File: config.mk
export PLATFORM = sky130hd
export DESIGN_NAME = cache_req_buffer_flat
export DESIGN_NICKNAME = d
export VERILOG_FILES = /design/src/rtl/cache_pkg.sv /design/src/rtl/cache_if.sv /design/src/rtl/cache_req_buffer.sv /design/src/flat_wrapper.sv
export SDC_FILE = /design/constraint.sdc
export NUM_CORES = 1
export LEC_CHECK = 0
export BUFFER_PORTS_ARGS = -buffer_cell sky130_fd_sc_hd__buf_2
export CORE_MARGIN = 5
export CORE_UTILIZATION = 43
export DETAILED_ROUTE_END_ITERATION = 8
export HOLD_SLACK_MARGIN = 0.03
export PLACE_DENSITY = 0.9
export SYNTH_ARGS = -nofsm -noshare
export SYNTH_HDL_FRONTEND = slang
export SYNTH_SLANG_ARGS = --single-unit
File: constraint.sdc
create_clock -name clk -period 1.9 [get_ports clk]
set_clock_uncertainty 0.15 [all_clocks]
set_input_delay 0.38 -clock clk [delete_from_list [all_inputs] [get_ports clk]]
set_output_delay 0.38 -clock clk [all_outputs]
set_load 0.02 [all_outputs]
File: src/rtl/cache_pkg.sv
package cache_pkg;

    // cache geometry
    localparam int way_count    = 2;
    localparam int set_count    = 256;
    localparam int bank_count   = 4;    // 32-bit words per line
    localparam int index_width  = 8;
    localparam int tag_width    = 20;
    localparam int offset_width = 4;
    localparam int line_width   = 128;

    // victim LFSR reset value, must be nonzero
    localparam logic [7:0] lfsr_seed = 8'h01;

    // one address word, seen either as a bus word or split into fields
    typedef union packed {
        logic [31:0] raw;
        struct packed {
            logic [tag_width-1:0]    tag;
            logic [index_width-1:0]  index;
            logic [offset_width-1:0] offset;  // word select in 3:2
        } fields;
    } cache_addr_t;

    typedef enum logic [1:0] {
        state_idle,
        state_lookup,
        state_miss
    } ctrl_state_t;

endpackage
File: src/rtl/cache_if.sv
`timescale 1ns/1ps

// request held for the whole transaction
interface cache_req_if;
    import cache_pkg::*;

    logic                    op;        // 1 = store
    logic [index_width-1:0]  index;
    logic [tag_width-1:0]    tag;
    logic [offset_width-1:0] offset;
    logic [3:0]              wstrb;
    logic [31:0]             wdata;

    modport buffer (output op, index, tag, offset, wstrb, wdata);
    modport user   (input  op, index, tag, offset, wstrb, wdata);
endinterface


File: src/rtl/cache_req_buffer.sv
`timescale 1ns/1ps

module cache_req_buffer (
    input  logic                              clk,
    input  logic                              resetn,
    input  logic                              accept,
    input  logic                              op,
    input  logic [cache_pkg::index_width-1:0]  index,
    input  logic [cache_pkg::tag_width-1:0]    tag,
    input  logic [cache_pkg::offset_width-1:0] offset,
    input  logic [3:0]                        wstrb,
    input  logic [31:0]                       wdata,
    cache_req_if.buffer                       req
);

    // op decides the dirty bit on refill
    always_ff @(posedge clk) begin
        if (!resetn) begin
            req.op <= 1'b0;
        end else if (accept) begin
            req.op <= op;
        end
    end

    // address and store payload
    always_ff @(posedge clk) begin
        if (accept) begin
            req.index  <= index;
            req.tag    <= tag;
            req.offset <= offset;
            req.wstrb  <= wstrb;
            req.wdata  <= wdata;
        end
    end

endmodule

File: src/flat_wrapper.sv
// flat-port wrapper written by rule: the top's interface ports become plain ports
module cache_req_buffer_flat 
  (clk, resetn, accept, op, index, tag, offset, wstrb, wdata, req_op, req_index, req_tag, req_offset, req_wstrb, req_wdata);
  cache_req_if req_i ();
  input  logic clk;
  input  logic resetn;
  input  logic accept;
  input  logic op;
  input  logic [cache_pkg::index_width-1:0] index;
  input  logic [cache_pkg::tag_width-1:0] tag;
  input  logic [cache_pkg::offset_width-1:0] offset;
  input  logic [3:0] wstrb;
  input  logic [31:0] wdata;
  output wire logic [$bits(req_i.op)-1:0] req_op;
  output wire logic [$bits(req_i.index)-1:0] req_index;
  output wire logic [$bits(req_i.tag)-1:0] req_tag;
  output wire logic [$bits(req_i.offset)-1:0] req_offset;
  output wire logic [$bits(req_i.wstrb)-1:0] req_wstrb;
  output wire logic [$bits(req_i.wdata)-1:0] req_wdata;
  assign req_op = req_i.op;
  assign req_index = req_i.index;
  assign req_tag = req_i.tag;
  assign req_offset = req_i.offset;
  assign req_wstrb = req_i.wstrb;
  assign req_wdata = req_i.wdata;
  cache_req_buffer u_core (.clk(clk), .resetn(resetn), .accept(accept), .op(op), .index(index), .tag(tag), .offset(offset), .wstrb(wstrb), .wdata(wdata), .req(req_i));
endmodule
; After elaboration in Yosys (flattened, before gate mapping)
; Index checks and enable logic that the tools add are counted.
[totals]
reg_bits = 69
out_inout_bits = 69
word_cells = 6

; Longest topological paths before layout
[logic_depth]
depth_word = 0
mapped_depth = 2

; Least setup slack after synthesis
; Ideal clock, no wire load.
[synth_timing]
path_kind = reg-to-output
from = register u_core.req.index[0]
to = output port req_index[0]
t_arrival_ns = 0.449
setup_slack_ns = 0.921
stages_incl_launch_ff = 1
n_path_buf = 0
cell_sequence = edfxtp_1
[synth_lines]
columns = item, line
row1 = from (decl), cache_if.sv:14  ; modport buffer (output op, index, tag, offset, wstrb, wdata);
row2 = to (decl), flat_wrapper.sv:15  ; output wire logic [$bits(req_i.index)-1:0] req_index;
; No word-level cell between the ends.

; Worst setup path after layout
[layout_timing]
from = register u_core.req.tag[3]
to = output port req_tag[3]
[layout_lines]
columns = item, line
row1 = from (decl), cache_if.sv:14
row2 = to (decl), flat_wrapper.sv:16  ; output wire logic [$bits(req_i.tag)-1:0] req_tag;
; No word-level cell between the ends.

==> run metrics <==
status complete, no violations; post-synth design cell area 2078 um^2; sequential power share 52.7%; Die Height 79.52 um; worst-skew pair later-pin latency 0.32 ns; area grow syn2layout 50.39%; setup ws final 0.4674 ns; VDD IR max 0.7186 mV; Buffers & Inverters on Critical Path 1; fin crit period 1.433 ns; synth unique cells 4; Tot Pwr 3.479 mW; width of the die 79.52 um; setup violators final 0; clock tree buffer depth 2; leakage power 1.367 nW; antenna-violating nets left 0; # H-tree levels 3; RSZ-0062 raised after global routing no; Critical Path AT 0.90 ns; antenna violations before repair 0; post-DP HPWL 3934 um; HP Class in -> reg; max incr delay on CP 0.40 ns; DR iter-0 viols 49; row cnt 25; die area 6323 um^2; fin util 66.17%; P_int 2.680 mW; PwrDens 1113 nW/um^2; # fillers 329; Crit. End Element primary output; Inserted Diodes 0; via count 1277; final hold vios 0; Placeable Area 4723 um^2; final std cells w/o fill 297; Num CTS Buffers 9; gr ovfl total 0; number of global-route vias before repair 1449; CTS root buf clkbuf_8; CP top delay family flip-flops; net switching power 0.7997 mW; NumNets Final 297; Max Freq 698.0 MHz; Slew Viols, Final 0; I/O Buffers 140; worst path cell trace buf_2; Slew HR 74.79%; maxcap violations 0; pre-CTS setup slack 0.4071 ns; post-synthesis net count 143; clock slew at reported path FFs 0.08 ns; Comb pwr share 11.2%; dpl cells 281; wire per inst 17.52 um; Gate Count Post-Synth 71; Initial Utilization 44.00%; CP required 1.37 ns; CTS sink count 69; largest net degree at the start of global routing 29; slowest CP cell edfxtp_1; Yosys warning count 0; I/O pins 141; CP max FO 1; Yosys reg bits 69; synthesized area per cell 29.27 um^2; Tot GR Track Use 16.99%; Seq/Total Area, Yosys 99.22%; drt first pass iters 4; Final period util 75.40%; Clock Power Share 36.2%; share of layout cells above drive strength 1 68.70%; post-CTS setup buffers 0; post-CTS sizing 0; Setup TNS 0 ns; WS Path Type reg -> out; TritonCTS clock tree built; total wire length 5202 um; switching share of power 22.98%; post-DR vias/cell 4.300; Worst-Margin Slew 0.3782 ns; CP Launch Type flip-flop; first-pass GRT wire length 7445 um; Residual DRC 0; RePlAce Congestion 0.7316; Post-CTS Hold Fix Bufs 0
==> cell usage after synthesis <==
cell       n  area share (%)
nor2b_1    1            0.30
dfxtp_1    1            0.96
edfxtp_1  68              98
mux2i_1    1            0.48
==> metal layers <==
layer	share of wire, %	track usage, %
met4	1.3	8.247
met1	28	14.06
met5	0	0
met2	56	30.47
met3	15	10.95
==> power groups by stage <==
stage          logic (mW)  clock network (mW)  registers, mW
6_report            0.389                1.26           1.83
3_3_place_gp        0.382                   0           1.86
3_5_place_dp        0.393                   0           1.86
5_1_grt             0.412                1.35           1.84
4_1_cts             0.394                1.29           1.83
2_1_floorplan     0.00209                   0           2.03
==> registers in the layout, summed over array words and instances (netlist names) <==
register	flops
u_core.req.index	8
u_core.req.tag	20
u_core.req.wdata	32
u_core.req.offset	4
u_core.req.op	1
u_core.req.wstrb	4
==> per-stage QoR <==
stage          cell area (um^2)  hold WS [ns]
3_3_place_gp               2910        0.3825
6_report                   3126       0.07110
3_5_place_dp               2910        0.3964
2_1_floorplan              2078        0.3289
4_1_cts                    3126       0.05534
5_1_grt                    3126       0.05279
==> worst paths after layout <==
path	cells past startpoint	slack, ns	to	start
max	1	0.47	req_tag[3]	u_core.req.tag[3]
min	1	0.07	u_core.req.wdata[1]	wdata[1]
max reg2reg	2	1.12	u_core.req.op	u_core.req.op
min reg2reg	2	0.41	u_core.req.op	u_core.req.op
==> cell usage in the layout, fill, tap and decap left out <==
cell,synthesis,routed
clkinv_2,0,2
dfxtp_1,1,1
nor2b_1,1,1
buf_12,0,2
clkbuf_8,0,9
bufinv_16,0,2
clkbuf_1,0,1
clkinv_4,0,2
buf_4,0,1
buf_2,0,140
edfxtp_1,68,68
mux2i_1,1,1
==> cell families (layout without fill, tap and decap cells) <==
group,after synthesis,after routing,share of synthesized area [%]
flops,69,69,99.22
mux,1,1,0.4817
simple gates,1,1,0.3012
buf+inv,0,159,0
==> area by class of cell <==
class / instances / area (um^2) / share of cell area [%]
multi-input cells: 2 / 16.27 / 0.5204
well taps: 67 / 83.83 / 2.682
flip-flops and latches: 69 / 2062 / 65.97
clock buffers: 10 / 127.6 / 4.083
repair buffers: 143 / 748.2 / 23.94
clock inverters: 6 / 87.58 / 2.802
Note: power is estimated with default switching activity, not from simulation.
