**src/rtl/cache_pkg.sv**
```systemverilog
package cache_pkg;

    // cache geometry
    localparam int way_count    = 2;
    localparam int set_count    = 256;
    localparam int bank_count   = 4;    // 32-bit words per line
    localparam int index_width  = 8;
    localparam int tag_width    = 20;
    localparam int offset_width = 4;
    localparam int line_width   = 128;

    // victim LFSR reset value, must be nonzero
    localparam logic [7:0] lfsr_seed = 8'h01;

    // one address word, seen either as a bus word or split into fields
    typedef union packed {
        logic [31:0] raw;
        struct packed {
            logic [tag_width-1:0]    tag;
            logic [index_width-1:0]  index;
            logic [offset_width-1:0] offset;  // word select in 3:2
        } fields;
    } cache_addr_t;

    typedef enum logic [1:0] {
        state_idle,
        state_lookup,
        state_miss
    } ctrl_state_t;

endpackage
```
**src/rtl/cache_if.sv**
```systemverilog
`timescale 1ns/1ps

// request held for the whole transaction
interface cache_req_if;
    import cache_pkg::*;

    logic                    op;        // 1 = store
    logic [index_width-1:0]  index;
    logic [tag_width-1:0]    tag;
    logic [offset_width-1:0] offset;
    logic [3:0]              wstrb;
    logic [31:0]             wdata;

    modport buffer (output op, index, tag, offset, wstrb, wdata);
    modport user   (input  op, index, tag, offset, wstrb, wdata);
endinterface

// refill beats from memory, one word each
interface cache_refill_if;
    import cache_pkg::*;

    logic                          beat_valid;
    logic [$clog2(bank_count)-1:0] beat_bank;
    logic [31:0]                   beat_data;
    logic                          beat_last;

    modport port (output beat_valid, beat_bank, beat_data, beat_last);
    modport sink (input  beat_valid, beat_bank, beat_data, beat_last);
endinterface

```
**src/rtl/cache_ctrl.sv**
```systemverilog
`timescale 1ns/1ps

module cache_ctrl (
    input  logic         clk,
    input  logic         resetn,
    input  logic         valid,
    input  logic         hit,
    input  logic [31:0]  hit_word,
    cache_req_if.user    req,
    cache_refill_if.sink refill,
    output logic         addr_ok,
    output logic         data_ok,
    output logic [31:0]  rdata,
    output logic         accept,
    output logic         lookup,
    output logic         fetch_start,
    output logic         victim_way
);
    import cache_pkg::*;

    ctrl_state_t state;
    ctrl_state_t state_next;
    logic [7:0]  lfsr;
    logic        refill_done;
    logic        word_beat;

    assign refill_done = refill.beat_valid && refill.beat_last;
    // beat carrying the requested word
    assign word_beat = refill.beat_valid && (refill.beat_bank == req.offset[3:2]);

    always_ff @(posedge clk) begin
        if (!resetn) begin
            state <= state_idle;
        end else begin
            state <= state_next;
        end
    end

    always_comb begin
        state_next = state;
        case (state)
            state_idle: begin
                if (accept) begin
                    state_next = state_lookup;
                end
            end
            state_lookup: begin
                state_next = hit ? state_idle : state_miss;
            end
            state_miss: begin
                if (refill_done) begin
                    state_next = state_idle;
                end
            end
            default: state_next = state_idle;
        endcase
    end

    assign addr_ok     = (state == state_idle);
    assign accept      = addr_ok && valid;
    assign lookup      = (state == state_lookup);
    assign fetch_start = lookup && !hit;        // one cycle, then miss

    // stores finish in lookup, read misses on the matching beat
    assign data_ok = (lookup && (hit || req.op))
                   || ((state == state_miss) && word_beat && !req.op);
    assign rdata   = lookup ? hit_word : refill.beat_data;

    // victim select, taps 7 5 4 3
    always_ff @(posedge clk) begin
        if (!resetn) begin
            lfsr <= lfsr_seed;
        end else if (refill_done) begin
            lfsr <= {lfsr[6:0], lfsr[7] ^ lfsr[5] ^ lfsr[4] ^ lfsr[3]};
        end
    end

    assign victim_way = lfsr[0];

endmodule

```
**src/flat_wrapper.sv**
```systemverilog
// flat-port wrapper written by rule: the top's interface ports become plain ports
module cache_ctrl_flat import cache_pkg::*;
  (clk, resetn, valid, hit, hit_word, addr_ok, data_ok, rdata, accept, lookup, fetch_start, victim_way, req_op, req_index, req_tag, req_offset, req_wstrb, req_wdata, refill_beat_valid, refill_beat_bank, refill_beat_data, refill_beat_last);
  cache_req_if req_i ();
  cache_refill_if refill_i ();
  input  logic clk;
  input  logic resetn;
  input  logic valid;
  input  logic hit;
  input  logic [31:0] hit_word;
  output logic addr_ok;
  output logic data_ok;
  output logic [31:0] rdata;
  output logic accept;
  output logic lookup;
  output logic fetch_start;
  output logic victim_way;
  input wire logic [$bits(req_i.op)-1:0] req_op;
  input wire logic [$bits(req_i.index)-1:0] req_index;
  input wire logic [$bits(req_i.tag)-1:0] req_tag;
  input wire logic [$bits(req_i.offset)-1:0] req_offset;
  input wire logic [$bits(req_i.wstrb)-1:0] req_wstrb;
  input wire logic [$bits(req_i.wdata)-1:0] req_wdata;
  input wire logic [$bits(refill_i.beat_valid)-1:0] refill_beat_valid;
  input wire logic [$bits(refill_i.beat_bank)-1:0] refill_beat_bank;
  input wire logic [$bits(refill_i.beat_data)-1:0] refill_beat_data;
  input wire logic [$bits(refill_i.beat_last)-1:0] refill_beat_last;
  assign req_i.op = req_op;
  assign req_i.index = req_index;
  assign req_i.tag = req_tag;
  assign req_i.offset = req_offset;
  assign req_i.wstrb = req_wstrb;
  assign req_i.wdata = req_wdata;
  assign refill_i.beat_valid = refill_beat_valid;
  assign refill_i.beat_bank = refill_beat_bank;
  assign refill_i.beat_data = refill_beat_data;
  assign refill_i.beat_last = refill_beat_last;
  cache_ctrl u_core (.clk(clk), .resetn(resetn), .valid(valid), .hit(hit), .hit_word(hit_word), .req(req_i), .refill(refill_i), .addr_ok(addr_ok), .data_ok(data_ok), .rdata(rdata), .accept(accept), .lookup(lookup), .fetch_start(fetch_start), .victim_way(victim_way));
endmodule
```
**config.mk**
```make
export PLATFORM = sky130hd
export DESIGN_NAME = cache_ctrl_flat
export DESIGN_NICKNAME = d
export VERILOG_FILES = /design/src/rtl/cache_pkg.sv /design/src/rtl/cache_if.sv /design/src/rtl/cache_ctrl.sv /design/src/flat_wrapper.sv
export SDC_FILE = /design/constraint.sdc
export NUM_CORES = 1
export LEC_CHECK = 0
export ABC_AREA = 1
export BUFFER_PORTS_ARGS = -buffer_cell sky130_fd_sc_hd__clkbuf_2
export CORE_AREA = 2 2 69 71
export DETAILED_ROUTE_END_ITERATION = 8
export DIE_AREA = 0 0 71 73
export PLACE_DENSITY = 0.79
export REMOVE_ABC_BUFFERS = 1
export SLEW_MARGIN = 5
export SYNTH_ARGS = -nofsm -noshare
export SYNTH_HDL_FRONTEND = slang
export SYNTH_SLANG_ARGS = --single-unit
```
**constraint.sdc**
```tcl
create_clock -name clk -period 0.96 [get_ports clk]
set_clock_uncertainty 0.05 [all_clocks]
set_input_delay 0.048 -clock clk [delete_from_list [all_inputs] [get_ports clk]]
set_output_delay 0.048 -clock clk [all_outputs]
set_load 0.01 [all_outputs]
```
==> Word level (Yosys, flattened, before mapping) <==
Cells that the tools add are included.
{ "op_classes": {"add_sub_neg": 0, "n_mul": 0, "div": 0, "n_lt_le_gt_ge": 0, "eq_ne": 5, "shifts": 0, "n_mux": 5, "bitwise": 3, "reduce_logical": 13} }
{ "ops": {"columns": ["op", "count"], "rows": [
  ["$mux 32", 1],
  ["$logic_and 1x1->1", 7],
  ["$mux 2", 3],
  ["$pmux 2 s3", 1],
  ["$xor 1x1->1", 3],
  ["$eq 2x1->1 const B", 1],
  ["$eq 2x2->1", 1],
  ["$eq 2x2->1 const B", 1],
  ["$logic_not 1->1", 2],
  ["$logic_not 2->1", 1],
  ["$logic_or 1x1->1", 2],
  ["$ne 2x1->1 const B", 1],
  ["$ne 2x2->1 const B", 1],
  ["$reduce_and 2->1", 1]
]} }
{ "word_totals": {"reg_bits": 10, "latchBits": 0, "ramBits": 0, "rom_bits": 0, "output_inout_bits": 38, "wordCells": 28, "memories": 0} }

==> Depth between registers and ports, before layout <==
{ "depth": {"word_depth": 5, "ltp_mapped": 6} }

==> Worst setup path before layout <==
No wires, ideal clock.
{ "synth_path": {"path_kind": "reg2out", "start": "register u_core.state[0]", "end": "output port rdata[19]", "arrival_time_ns": 0.876, "slack_ns": -0.014, "path_stages_with_launch": 6, "cell_sequence": "dfxtp_1 > nand2_2 > inv_2 > buf_6 > nand2_1 > nand2_1"} }
{ "synth_between": {"elab_chain_cells": 2} }
{ "synth_rtl": {"columns": ["element", "line_no", "source"], "rows": [
  ["from (decl)", "cache_ctrl.sv:21", "ctrl_state_t state;"],
  ["from (signal assigned)", "cache_ctrl.sv:33", "state <= state_idle;"],
  ["from (signal assigned)", "cache_ctrl.sv:35", "state <= state_next;"],
  ["$eq 2x1->1", "cache_ctrl.sv:61", "assign lookup = (state == state_lookup);"],
  ["net lookup", "flat_wrapper.sv:15", "output logic lookup;"],
  ["$mux 32", "cache_ctrl.sv:67", "assign rdata = lookup ? hit_word : refill.beat_data;"],
  ["to (decl)", "flat_wrapper.sv:13", "output logic [31:0] rdata;"]
]} }
The timed path passes the listed nets, and every way through them passes these cells.

==> Worst setup path in the final report <==
{ "layout_path": {"start": "register u_core.state[0]", "end": "output port rdata[20]"} }
{ "layout_between": {"elab_chain_cells": 2} }
{ "layout_rtl": {"columns": ["element", "line_no"], "rows": [
  ["$eq 2x1->1", "cache_ctrl.sv:61"],
  ["$mux 32", "cache_ctrl.sv:67"]
]} }
No other way between the ends.

==> results.cfg <==
[outcome]
status = finished with violations
violations = setup timing

[detailed_routing]
wl_met2_um = 1699
drt_wl_total_um = 3358
drt-met1-wl_um = 1456
via_count = 1407
viasPerCell = 4.066
dr.first_iter.drc_count = 58
drc = 0
final_antenna_net_count = 0
wl_per_cell_um = 9.705
route.met3.wl_um = 171
highest_layer = met4
detail_route.first_pass.iterations = 4

[timing]
rsz0062_at_grt = true
fin_ws_ns = -0.3234
worst_pin_slew_ns = 0.1975
slew_violations = 0
finalSetupViolations = 38
slew_headroom_pct = 86.71
min_period_ns = 1.283
period_share_pct = 133.7
holdWs_ns = 0.06132
fmax_mhz = 779.2
hold_viol = 0

[cts]
clkTransAtPathRegs_ns = 0.05
clock_sinks = 10
cts_buffer_depth = 2
root_buffer = clkbuf_8
cts_buffers = 3
clk_latency_ns = 0.24
h-tree-depth = 1
cts_tree = built

[critical_path]
cpMaxStageDelayCell = dfxtp_4
reg2reg_slack_ns = -0.07
r2r_end = u_core.state[1]
critical_path_arrival_ns = 1.19
critPathRequiredTime_ns = 0.86
slowest_delay_ns = 0.35
crit_chain = nand2_4, buf_12, nand2_1, nand2_1, buf_2
path_max_fanout = 29
worstSetupPathType = flop to primary output
cpMostUsedCell = nand2_1
reg2reg_depth = 4
critPathCaptureType = primary output
start_kind = flop
regToRegStartpoint = u_core.state[0]

[logic_synthesis]
synthTopCellsByArea = nand2_1 48%, dfxtp_1 23%, o21ai_0 4.5%
synthCells = 173
yosys_warnings = 0
ys_seq_elements = 10
syn_area_sq_um = 884.6
synth_top_area_share_pct = 48.37
synth_area_leader_cell = nand2_1
synth.distinct_cells = 16
syn_area_per_cell_sq_um = 5.113
synth_seq_area_share_pct = 22.63

[placed_design]
port_buffers = 112
placed_area_sq_mm = 0.001541
place_hpwl_um = 2704
gp_congestion = 0.7389

[hold_path]
hp-class = primary input to flop
min-delay-start = resetn
holdPathEnd = u_core.lfsr[6]
hold_depth = 3

[global_routing]
grt_overflow = 0
grt_pass1_vias = 1175
grt_pass1_wl_um = 4823
grt_max_degree = 30
antenna_found_initial = 0
grt_util_all_layers_pct = 11.35

[power_and_ir_drop]
p_comb_share_pct = 42.3
swShare_pct = 32.45
switchingPower_mw = 0.5607
power_density_mw_per_mm2 = 1024
power_leakage_nw = 1.063
p_int_mw = 1.167
clkPwrFrac_pct = 30.9
power_frac_seq_pct = 26.8
vdd_drop_max_v = 0.0005917

[die]
dieHeight_um = 73
die_w_um = 71
start_util_pct = 19.50
io_pins = 179
die_area_sq_mm = 0.005183
row_count = 25
coreArea_sq_mm = 0.004536

[cells_and_area]
drive_gt1_share_pct = 47.26
regArea_sq_um = 205.2
fillers = 487
multiInputGateArea_sq_um = 613.1
nets = 434
area_delta_synth_final_pct = 90.81
stdcell_area_sq_mm = 0.001688
postLayoutCoreUtil_pct = 37.21
diodes = 0

[flow_run]
max_cap_violations = 0
## power groups by stage
stage	Sequential, mW	Clock, mW	Combinational (mW)
finish	0.463	0.533	0.732
detailed placement	0.469	0	0.686
floorplan	0.469	0	0.307
global placement	0.467	0	0.680
CTS	0.463	0.531	0.728
global route	0.466	0.554	0.817
## worst max path at each step
stage,slack (ns),cells after the start,to,start
2_1_floorplan,-0.48,4,data_ok,u_core.state[0]
3_3_place_gp,-0.09,6,rdata[30],u_core.state[0]
3_5_place_dp,-0.13,6,rdata[10],u_core.state[0]
4_1_cts,-0.33,7,data_ok,u_core.state[1]
5_1_grt,-0.38,6,data_ok,u_core.state[1]
6_report,-0.32,5,rdata[20],u_core.state[0]
## state kept, by name, indices dropped and copies added, names as in the netlist
signal,cells
u_core.state,2
u_core.lfsr,8
## worst max-delay path: cells and delay by family, from the launching register on
| family | cells | cell delay (ns) |
|---|---|---|
| AND/OR/NAND/NOR | 3 | 0.28 |
| buffers and inverters | 2 | 0.31 |
| flip-flops | 1 | 0.35 |
## synth_stat cells
cell	count
nand2_1	114
dfxtp_1	10
inv_1	10
o21ai_0	8
a21oi_1	7
nor2_1	5
buf_2	3
buf_6	3
nand3_1	3
inv_2	2
nor3_1	2
xnor2_1	2
buf_4	1
nand2_2	1
nor4_1	1
or2_1	1
## repair_timing
action                                  in CTS  in global routing
gates resized for setup                     10                 44
endpoints found under the setup margin      38                 40
hold endpoints to repair                     0                  0
hold buffers                                 0                  0
pin swaps                                    2                  3
cloned                                       1                  0
buffers inserted                             1                  0
## through the flow
| stage | worst slack [ns] | setup TNS (ns) | power, mW | cells |
|---|---|---|---|---|
| 5_1_grt | -0.3793 | -12.28 | 1.837 | 346 |
| 3_3_place_gp | -0.08997 | -2.511 | 1.147 | 340 |
| 4_1_cts | -0.3267 | -10.98 | 1.722 | 346 |
| 2_1_floorplan | -0.4811 | -13.96 | 0.7760 | 166 |
| 3_5_place_dp | -0.1278 | -3.527 | 1.155 | 340 |
| 6_report | -0.3234 | -10.38 | 1.728 | 346 |
## layer usage
layer	global-route usage, %	vias up
met4	4.403	0
met3	0.9669	4
met1	14.90	594
met2	19.31	47
met5	0	-
li1	-	762
## area by class of cell
| class | instances | area share (%) |
|---|---|---|
| repair buffers | 122 | 41.29 |
| multi-input cells | 144 | 36.32 |
| flip-flops and latches | 10 | 12.16 |
| well taps | 54 | 4.003 |
| clock buffers | 4 | 3.262 |
| inverters | 12 | 2.965 |
## logic make-up (layout without fill, tap and decap cells)
group	after synthesis	count (layout)	synth area share, %
AND/OR/NAND/NOR	127	127	55.45
buffers and inverters	19	138	11.46
AO/OA/AOI/OAI	15	15	8.486
flip-flops	10	10	22.63
XOR/XNOR	2	2	1.981
## layout by cell type (no fill, tap or decap), types with 2 or more instances in the layout
cell	n
nand2_1	113
clkbuf_2	77
buf_2	33
inv_1	8
dfxtp_1	8
o21ai_0	7
a21oi_1	6
buf_4	6
nor2_1	4
clkbuf_8	4
inv_2	3
nand3_1	3
buf_6	3
xnor2_1	2
buf_12	2
(Power assumes the default switching activity.)
