==> src/rtl/cache_pkg.sv <==
package cache_pkg;

    // cache geometry
    localparam int way_count    = 2;
    localparam int set_count    = 256;
    localparam int bank_count   = 4;    // 32-bit words per line
    localparam int index_width  = 8;
    localparam int tag_width    = 20;
    localparam int offset_width = 4;
    localparam int line_width   = 128;

    // victim LFSR reset value, must be nonzero
    localparam logic [7:0] lfsr_seed = 8'h01;

    // one address word, seen either as a bus word or split into fields
    typedef union packed {
        logic [31:0] raw;
        struct packed {
            logic [tag_width-1:0]    tag;
            logic [index_width-1:0]  index;
            logic [offset_width-1:0] offset;  // word select in 3:2
        } fields;
    } cache_addr_t;

    typedef enum logic [1:0] {
        state_idle,
        state_lookup,
        state_miss
    } ctrl_state_t;

endpackage
==> src/rtl/cache_if.sv <==
`timescale 1ns/1ps

// request held for the whole transaction
interface cache_req_if;
    import cache_pkg::*;

    logic                    op;        // 1 = store
    logic [index_width-1:0]  index;
    logic [tag_width-1:0]    tag;
    logic [offset_width-1:0] offset;
    logic [3:0]              wstrb;
    logic [31:0]             wdata;

    modport buffer (output op, index, tag, offset, wstrb, wdata);
    modport user   (input  op, index, tag, offset, wstrb, wdata);
endinterface

// refill beats from memory, one word each
interface cache_refill_if;
    import cache_pkg::*;

    logic                          beat_valid;
    logic [$clog2(bank_count)-1:0] beat_bank;
    logic [31:0]                   beat_data;
    logic                          beat_last;

    modport port (output beat_valid, beat_bank, beat_data, beat_last);
    modport sink (input  beat_valid, beat_bank, beat_data, beat_last);
endinterface

==> src/rtl/cache_mem_port.sv <==
`timescale 1ns/1ps

module cache_mem_port (
    input  logic                             clk,
    input  logic                             resetn,
    input  logic                             fetch_start,
    input  logic                             victim_dirty,
    input  logic [cache_pkg::tag_width-1:0]   victim_tag,
    input  logic [cache_pkg::line_width-1:0]  victim_line,
    cache_req_if.user                        req,
    input  logic                             rd_rdy,
    input  logic                             ret_valid,
    input  logic                             ret_last,
    input  logic [31:0]                      ret_data,
    input  logic                             wr_rdy,
    output logic                             rd_req,
    output logic [31:0]                      rd_addr,
    output logic                             wr_req,
    output logic [31:0]                      wr_addr,
    output logic [cache_pkg::line_width-1:0]  wr_data,
    cache_refill_if.port                     refill
);
    import cache_pkg::*;

    logic [tag_width-1:0]          wb_tag;
    logic [line_width-1:0]         wb_line;
    logic                          wb_pend;     // writeback outstanding
    logic                          rd_pend;     // line read not yet taken
    logic                          recv;        // waiting for beats
    logic [$clog2(bank_count)-1:0] beat_cnt;
    cache_addr_t                   rd_word;
    cache_addr_t                   wr_word;

    // victim copy, the arrays get overwritten by the refill
    always_ff @(posedge clk) begin
        if (fetch_start) begin
            wb_tag  <= victim_tag;
            wb_line <= victim_line;
        end
    end

    always_ff @(posedge clk) begin
        if (!resetn) begin
            wb_pend  <= 1'b0;
            rd_pend  <= 1'b0;
            recv     <= 1'b0;
            beat_cnt <= '0;
        end else if (fetch_start) begin
            wb_pend  <= victim_dirty;
            rd_pend  <= 1'b1;
            beat_cnt <= '0;
        end else begin
            if (wr_req && wr_rdy) begin
                wb_pend <= 1'b0;
            end
            if (rd_req && rd_rdy) begin
                rd_pend <= 1'b0;
                recv    <= 1'b1;
            end
            if (refill.beat_valid) begin
                beat_cnt <= beat_cnt + 1'b1;
                if (ret_last) begin
                    recv <= 1'b0;
                end
            end
        end
    end

    // line addresses, offset always zero
    always_comb begin
        rd_word.fields.tag    = req.tag;
        rd_word.fields.index  = req.index;
        rd_word.fields.offset = '0;
        wr_word.fields.tag    = wb_tag;
        wr_word.fields.index  = req.index;
        wr_word.fields.offset = '0;
    end

    assign wr_req  = wb_pend;
    assign wr_addr = wr_word.raw;
    assign wr_data = wb_line;
    assign rd_req  = rd_pend && !wb_pend;   // read only after writeback
    assign rd_addr = rd_word.raw;

    assign refill.beat_valid = recv && ret_valid;
    assign refill.beat_bank  = beat_cnt;
    assign refill.beat_data  = ret_data;
    assign refill.beat_last  = recv && ret_valid && ret_last;

endmodule

==> src/flat_wrapper.sv <==
// flat-port wrapper written by rule: the top's interface ports become plain ports
module cache_mem_port_flat import cache_pkg::*;
  (clk, resetn, fetch_start, victim_dirty, victim_tag, victim_line, rd_rdy, ret_valid, ret_last, ret_data, wr_rdy, rd_req, rd_addr, wr_req, wr_addr, wr_data, req_op, req_index, req_tag, req_offset, req_wstrb, req_wdata, refill_beat_valid, refill_beat_bank, refill_beat_data, refill_beat_last);
  cache_req_if req_i ();
  cache_refill_if refill_i ();
  input  logic clk;
  input  logic resetn;
  input  logic fetch_start;
  input  logic victim_dirty;
  input  logic [cache_pkg::tag_width-1:0] victim_tag;
  input  logic [cache_pkg::line_width-1:0] victim_line;
  input  logic rd_rdy;
  input  logic ret_valid;
  input  logic ret_last;
  input  logic [31:0] ret_data;
  input  logic wr_rdy;
  output logic rd_req;
  output logic [31:0] rd_addr;
  output logic wr_req;
  output logic [31:0] wr_addr;
  output logic [cache_pkg::line_width-1:0] wr_data;
  input wire logic [$bits(req_i.op)-1:0] req_op;
  input wire logic [$bits(req_i.index)-1:0] req_index;
  input wire logic [$bits(req_i.tag)-1:0] req_tag;
  input wire logic [$bits(req_i.offset)-1:0] req_offset;
  input wire logic [$bits(req_i.wstrb)-1:0] req_wstrb;
  input wire logic [$bits(req_i.wdata)-1:0] req_wdata;
  output wire logic [$bits(refill_i.beat_valid)-1:0] refill_beat_valid;
  output wire logic [$bits(refill_i.beat_bank)-1:0] refill_beat_bank;
  output wire logic [$bits(refill_i.beat_data)-1:0] refill_beat_data;
  output wire logic [$bits(refill_i.beat_last)-1:0] refill_beat_last;
  assign req_i.op = req_op;
  assign req_i.index = req_index;
  assign req_i.tag = req_tag;
  assign req_i.offset = req_offset;
  assign req_i.wstrb = req_wstrb;
  assign req_i.wdata = req_wdata;
  assign refill_beat_valid = refill_i.beat_valid;
  assign refill_beat_bank = refill_i.beat_bank;
  assign refill_beat_data = refill_i.beat_data;
  assign refill_beat_last = refill_i.beat_last;
  cache_mem_port u_core (.clk(clk), .resetn(resetn), .fetch_start(fetch_start), .victim_dirty(victim_dirty), .victim_tag(victim_tag), .victim_line(victim_line), .req(req_i), .rd_rdy(rd_rdy), .ret_valid(ret_valid), .ret_last(ret_last), .ret_data(ret_data), .wr_rdy(wr_rdy), .rd_req(rd_req), .rd_addr(rd_addr), .wr_req(wr_req), .wr_addr(wr_addr), .wr_data(wr_data), .refill(refill_i));
endmodule
==> config.mk <==
export PLATFORM = sky130hd
export DESIGN_NAME = cache_mem_port_flat
export DESIGN_NICKNAME = d
export VERILOG_FILES = /design/src/rtl/cache_pkg.sv /design/src/rtl/cache_if.sv /design/src/rtl/cache_mem_port.sv /design/src/flat_wrapper.sv
export SDC_FILE = /design/constraint.sdc
export NUM_CORES = 1
export LEC_CHECK = 0
export ABC_AREA = 1
export BUFFER_PORTS_ARGS = -buffer_cell sky130_fd_sc_hd__clkbuf_2
export CORE_AREA = 2 2 187 189
export CTS_CLUSTER_SIZE = 30
export DETAILED_ROUTE_END_ITERATION = 8
export DIE_AREA = 0 0 189 191
export GPL_TIMING_DRIVEN = 0
export MAX_ROUTING_LAYER = met4
export PLACE_DENSITY_LB_ADDON = 0.3
export SYNTH_ARGS = -nofsm -noshare
export SYNTH_HDL_FRONTEND = slang
export SYNTH_SLANG_ARGS = --single-unit
==> constraint.sdc <==
create_clock -name clk -period 2 [get_ports clk]
set_clock_uncertainty 0.1 [all_clocks]
set_input_delay 0.2 -clock clk [delete_from_list [all_inputs] [get_ports clk]]
set_output_delay 0.2 -clock clk [all_outputs]
set_load 0.02 [all_outputs]
# ---- Word-level counts from Yosys, hierarchy flattened
# Cells that the tools add are included.
dict set report classes {
  n_addsub 1
  n_mux 7
  n_bitwise 1
  reduce_logical 9
}
# cell n
set ops {}
lappend ops {{$mux W1} 7}
lappend ops {{$logic_and A1 B1 Y1} 5}
lappend ops {{$reduce_bool A2 Y1} 2}
lappend ops {{$add A2 B1 Y2 const B} 1}
lappend ops {{$reduce_or A2 Y1} 1}
lappend ops {{$logic_not A1 Y1} 1}
lappend ops {{$not A1 Y1} 1}
dict set report totals {
  register_bits 153
  input_bits 257
  output_inout_bits 230
  word_cells 24
}

# ---- Logic depth before layout (Yosys ltp)
dict set report depth {
  depth_word 6
  depth_mapped 5
  depth_no_buf 5
}

# ---- Worst setup path after synthesis
# No wires, ideal clock.
dict set report synth_timing {
  path_type {register to output}
  from {register u_core.recv}
  to {output refill_beat_last}
  arrival_time_ns 0.711
  required_ns 1.700
  setup_slack_ns 0.989
  stages_incl_launch_ff 3
  n_path_buf 0
  path_cell_list {dfxtp_1 nand2_1 nor2_1}
}
dict set report synth_between {
  elab_chain_cells 2
}
# element line_no
set synth_rtl {}
lappend synth_rtl {{start, declared} cache_mem_port.sv:29} ;# logic recv;
lappend synth_rtl {{start signal, assigned} cache_mem_port.sv:46} ;# recv <= 1'b0;
lappend synth_rtl {{start signal, assigned} cache_mem_port.sv:58} ;# recv <= 1'b1;
lappend synth_rtl {{start signal, assigned} cache_mem_port.sv:63} ;# recv <= 1'b0;
lappend synth_rtl {{$logic_and A1 B1 Y1 (2 in a row)} cache_mem_port.sv:88} ;# assign refill.beat_last = recv && ret_valid && ret_last;
lappend synth_rtl {{end, declared} flat_wrapper.sv:31} ;# output wire logic [$bits(refill_i.beat_last)-1:0] refill_beat_last;
# Every way passes these cells.

# ---- Worst setup path in the final report
# Same ends and word-level chain as after synthesis.

==> impl_metrics.csv <==
group,metric,value,unit
min_path,min_path_cells,4,
synthesis,synth_seq_area_share,0.866,
setup_path,max_stage_delay,0.38,ns
die,start_util,0.154,
synthesis,synthCells,261,
cts,post-cts-setup-buffers,0,
sta,min_period_over_period,0.730,
pwr,p_switching,2220,µW
die,die_w,189,µm
cts,cts_tree,"yes",
global_routing,grt_max_degree,86,
setup_path,worst-r2r-setup-slack,0.69,ns
drt,viasPerCell,3.25,
setup_path,r2r_end,"u_core.recv",
cts,cts_max_path_buffers,2,
final_layout,drive_above_1_share,0.587,
drt,drt_iter0_drc,131,
cts,ctsResizeCount,0,
status,outcome,"finished clean",
final_layout,final_nets,1075,
global_routing,first_global_vias,4202,
cts,clockRootBuffer,"clkbuf_16",
die,num_rows,68,
setup_path,worst_ep_arrival_time,1.16,ns
synthesis,synthesis.area,0.00525,mm²
drt,vias,4178,
drt,drcViolationCount,0,
setup_path,cp_data_required_time,1.70,ns
synthesis,ys_ff_latch,153,
die,ioPinCount,487,
final_layout,n_antenna_cell,0,
synthesis,synth.area.top_cells,"edfxtp_1, buf_4, dfxtp_1",
placement,port_buffers,377,
cts,numCtsBuffers,17,
drt,wl_per_cell,13.9,µm
min_path,holdPathEnd,"u_core.refill.beat_bank[1]",
setup_path,worstSetupEndpointType,"output port",
global_routing,grt_pass1_wl,24400,µm
setup_path,crit-reg2reg-launch,"u_core.recv",
final_layout,finalInstanceArea,0.00989,mm²
min_path,hold_path.startpoint,"ret_valid",
global_routing,grt_use_total,0.0969,
setup_path,crit_family,"flip-flops",
global_routing,met1_usage,0.0947,
sta,max_slew.worst_pin.slew,0.605,ns
final_layout,area_growth,88.4,%
pwr,power.internal,6260,µW
synthesis,avgSynthCellArea,20.1,µm²
setup_path,r2r_cells,4,
die,coreArea,0.0341,mm²
sta,hold_viol,0,
final_layout,final_util,0.290,
drt,firstDrtPassIters,4,
die,die_h,191,µm
setup_path,path_buf_inv,1,
final_layout,final-instance-count-excl-fill,1286,
min_path,min_path_type,"input port to flip-flop",
global_routing,top_usage_layer,"met2",
sta,setup_violations,0,
pwr,p_leak,0.00448,µW
global_routing,met2_usage,0.179,
synthesis,yosys.area.top_type_share,0.847,
drt,finalWirelength,17900,µm
pwr,clkPwrFrac,0.385,
pwr,p_per_area,858,mW/mm²
placement,placed_cells,1101,
cts,clock-sinks,153,
placement,place_area,0.00777,mm²
setup_path,cp_cell_sequence,"nand2_1 -> nor2_1 -> clkbuf_2",
cts,htreeDepth,4,
setup_path,start_kind,"flip-flop",
setup_path,criticalPathCategory,"flip-flop to output port",
setup_path,crit_slowest_cell,"dfxtp_1",
die,dieArea,0.0361,mm²
pwr,ir_worst_vdd,511,µV
cts,worstSkewPairLatency,0.41,ns
sta,rsz0062_at_grt,"no",
placement,dpl.hpwl,13100,µm
drt,ant_nets,0,
sta,max_slew_margin,0.597,
global_routing,antenna_found_initial,0,
synthesis,synth_top_area_cell,"edfxtp_1",
sta,period_minus_slack,1.46,ns
synthesis,ys_warn_count,0,
global_routing,gr-usage-met3,0.0290,
sta,max_freq,685,MHz
sta,drv_slew,0,
pwr,swShare,0.262,
global_routing,gr-total-overflow,0,
synthesis,synth.distinct_cells,13,
cts,clk_pin_slew_worst_paths,0.07,ns
setup_path,crit_fanout,4,
pwr,pwr-share-comb,0.160,
flow_run,drv_cap,0,
pwr,p_seq_frac,0.455,
placement,gp_congestion,0.819,
worst max path at each step:
stage,start,endpoint,slack [ns],depth (start not counted)
2_1_floorplan,u_core.recv,refill_beat_last,0.99,2
3_3_place_gp,fetch_start,u_core.refill.beat_bank[0],-1.78,3
3_5_place_dp,fetch_start,u_core.wr_data[3],0.33,2
4_1_cts,u_core.recv,refill_beat_last,0.50,3
5_1_grt,u_core.recv,refill_beat_last,0.40,3
6_report,u_core.recv,refill_beat_last,0.54,3
cells in the mapped netlist (all sizes together):
| cell type | count |
|---|---|
| and3 | 1 |
| buf | 76 |
| conb | 1 |
| dfxtp | 5 |
| edfxtp | 148 |
| inv | 8 |
| nand2 | 9 |
| nand3 | 2 |
| nand4 | 1 |
| nor2 | 9 |
| o21ai | 1 |
per-layer routing:
layer	vias to the layer above	part of all wire
met1	1893	0.36
li1	1975	-
met4	0	0.020
met3	11	0.083
met2	299	0.54
met5	-	0
worst reg2reg max path, delay by kind of cell, from the launching register on:
family | cells | cell delay, ns
DFF | 1 | 0.38
buffers and inverters | 1 | 0.54
and+or+nand+nor | 3 | 0.20
through the flow:
stage	worst slack (ns)	hold slack, ns	TNS (ns)	total power [µW]
final	0.540	0.0631	0	8490
after global routing	0.404	0.102	0	8870
after CTS	0.505	0.0384	0	8680
after detailed placement	0.331	0.279	0	5060
after global placement	-1.78	0.278	-256.37	5060
after floorplan	0.989	0.199	0	4490
power groups by stage:
stage,registers [µW],logic [µW],clock network [µW]
2_1_floorplan,4250,238,0
3_3_place_gp,3950,1120,0
3_5_place_dp,3930,1130,0
4_1_cts,3860,1380,3440
5_1_grt,3880,1440,3550
6_report,3860,1360,3270
cell type report:
cell class                      count  area (µm²)
Sequential cell                   153        4540
Fill cell                        3495       24200
Tap cell                          455         569
Clock inverter                     14         161
Buffer                             76         571
Multi-Input combinational cell     31         130
Inverter                            8        30.0
Timing Repair Buffer              531        3450
Clock buffer                       18         429
placed cells by master, fill, tap and decap left out:
cell,synthesis,final
and3_1,1,1
buf_16,0,1
buf_4,76,76
bufinv_16,0,2
clkbuf_1,0,1
clkbuf_16,0,17
clkbuf_2,0,376
clkbuf_8,0,1
clkinv_4,0,1
clkinvlp_4,0,5
conb_1,1,8
dfxtp_1,5,5
dlygate4sd3_1,0,153
edfxtp_1,148,148
inv_1,7,7
inv_2,1,1
inv_6,0,5
inv_8,0,1
nand2_1,9,9
nand3_1,2,2
nand4_1,1,1
nor2_1,7,7
nor2_2,2,2
o21ai_0,1,1
sequential cells by signal, summed over array words and instances (netlist names):
| register | count |
|---|---|
| u_core.refill.beat_bank | 2 |
| u_core.wr_data | 128 |
| u_core.recv | 1 |
| u_core.wr_req | 1 |
| u_core.rd_pend | 1 |
| u_core.wb_tag | 20 |
kinds of logic after synthesis:
kind of cell | share of synthesized area
DFF | 0.866
buffers and inverters | 0.114
and+or+nand+nor | 0.0181
AOI/OAI and AO/OA | 0.000953
other | 0.000714
what timing repair did:
action                     CTS  global route
hold endpoints to repair   151             0
setup endpoints to repair    0             0
hold buffers               153             0
(Power assumes the default switching activity.)
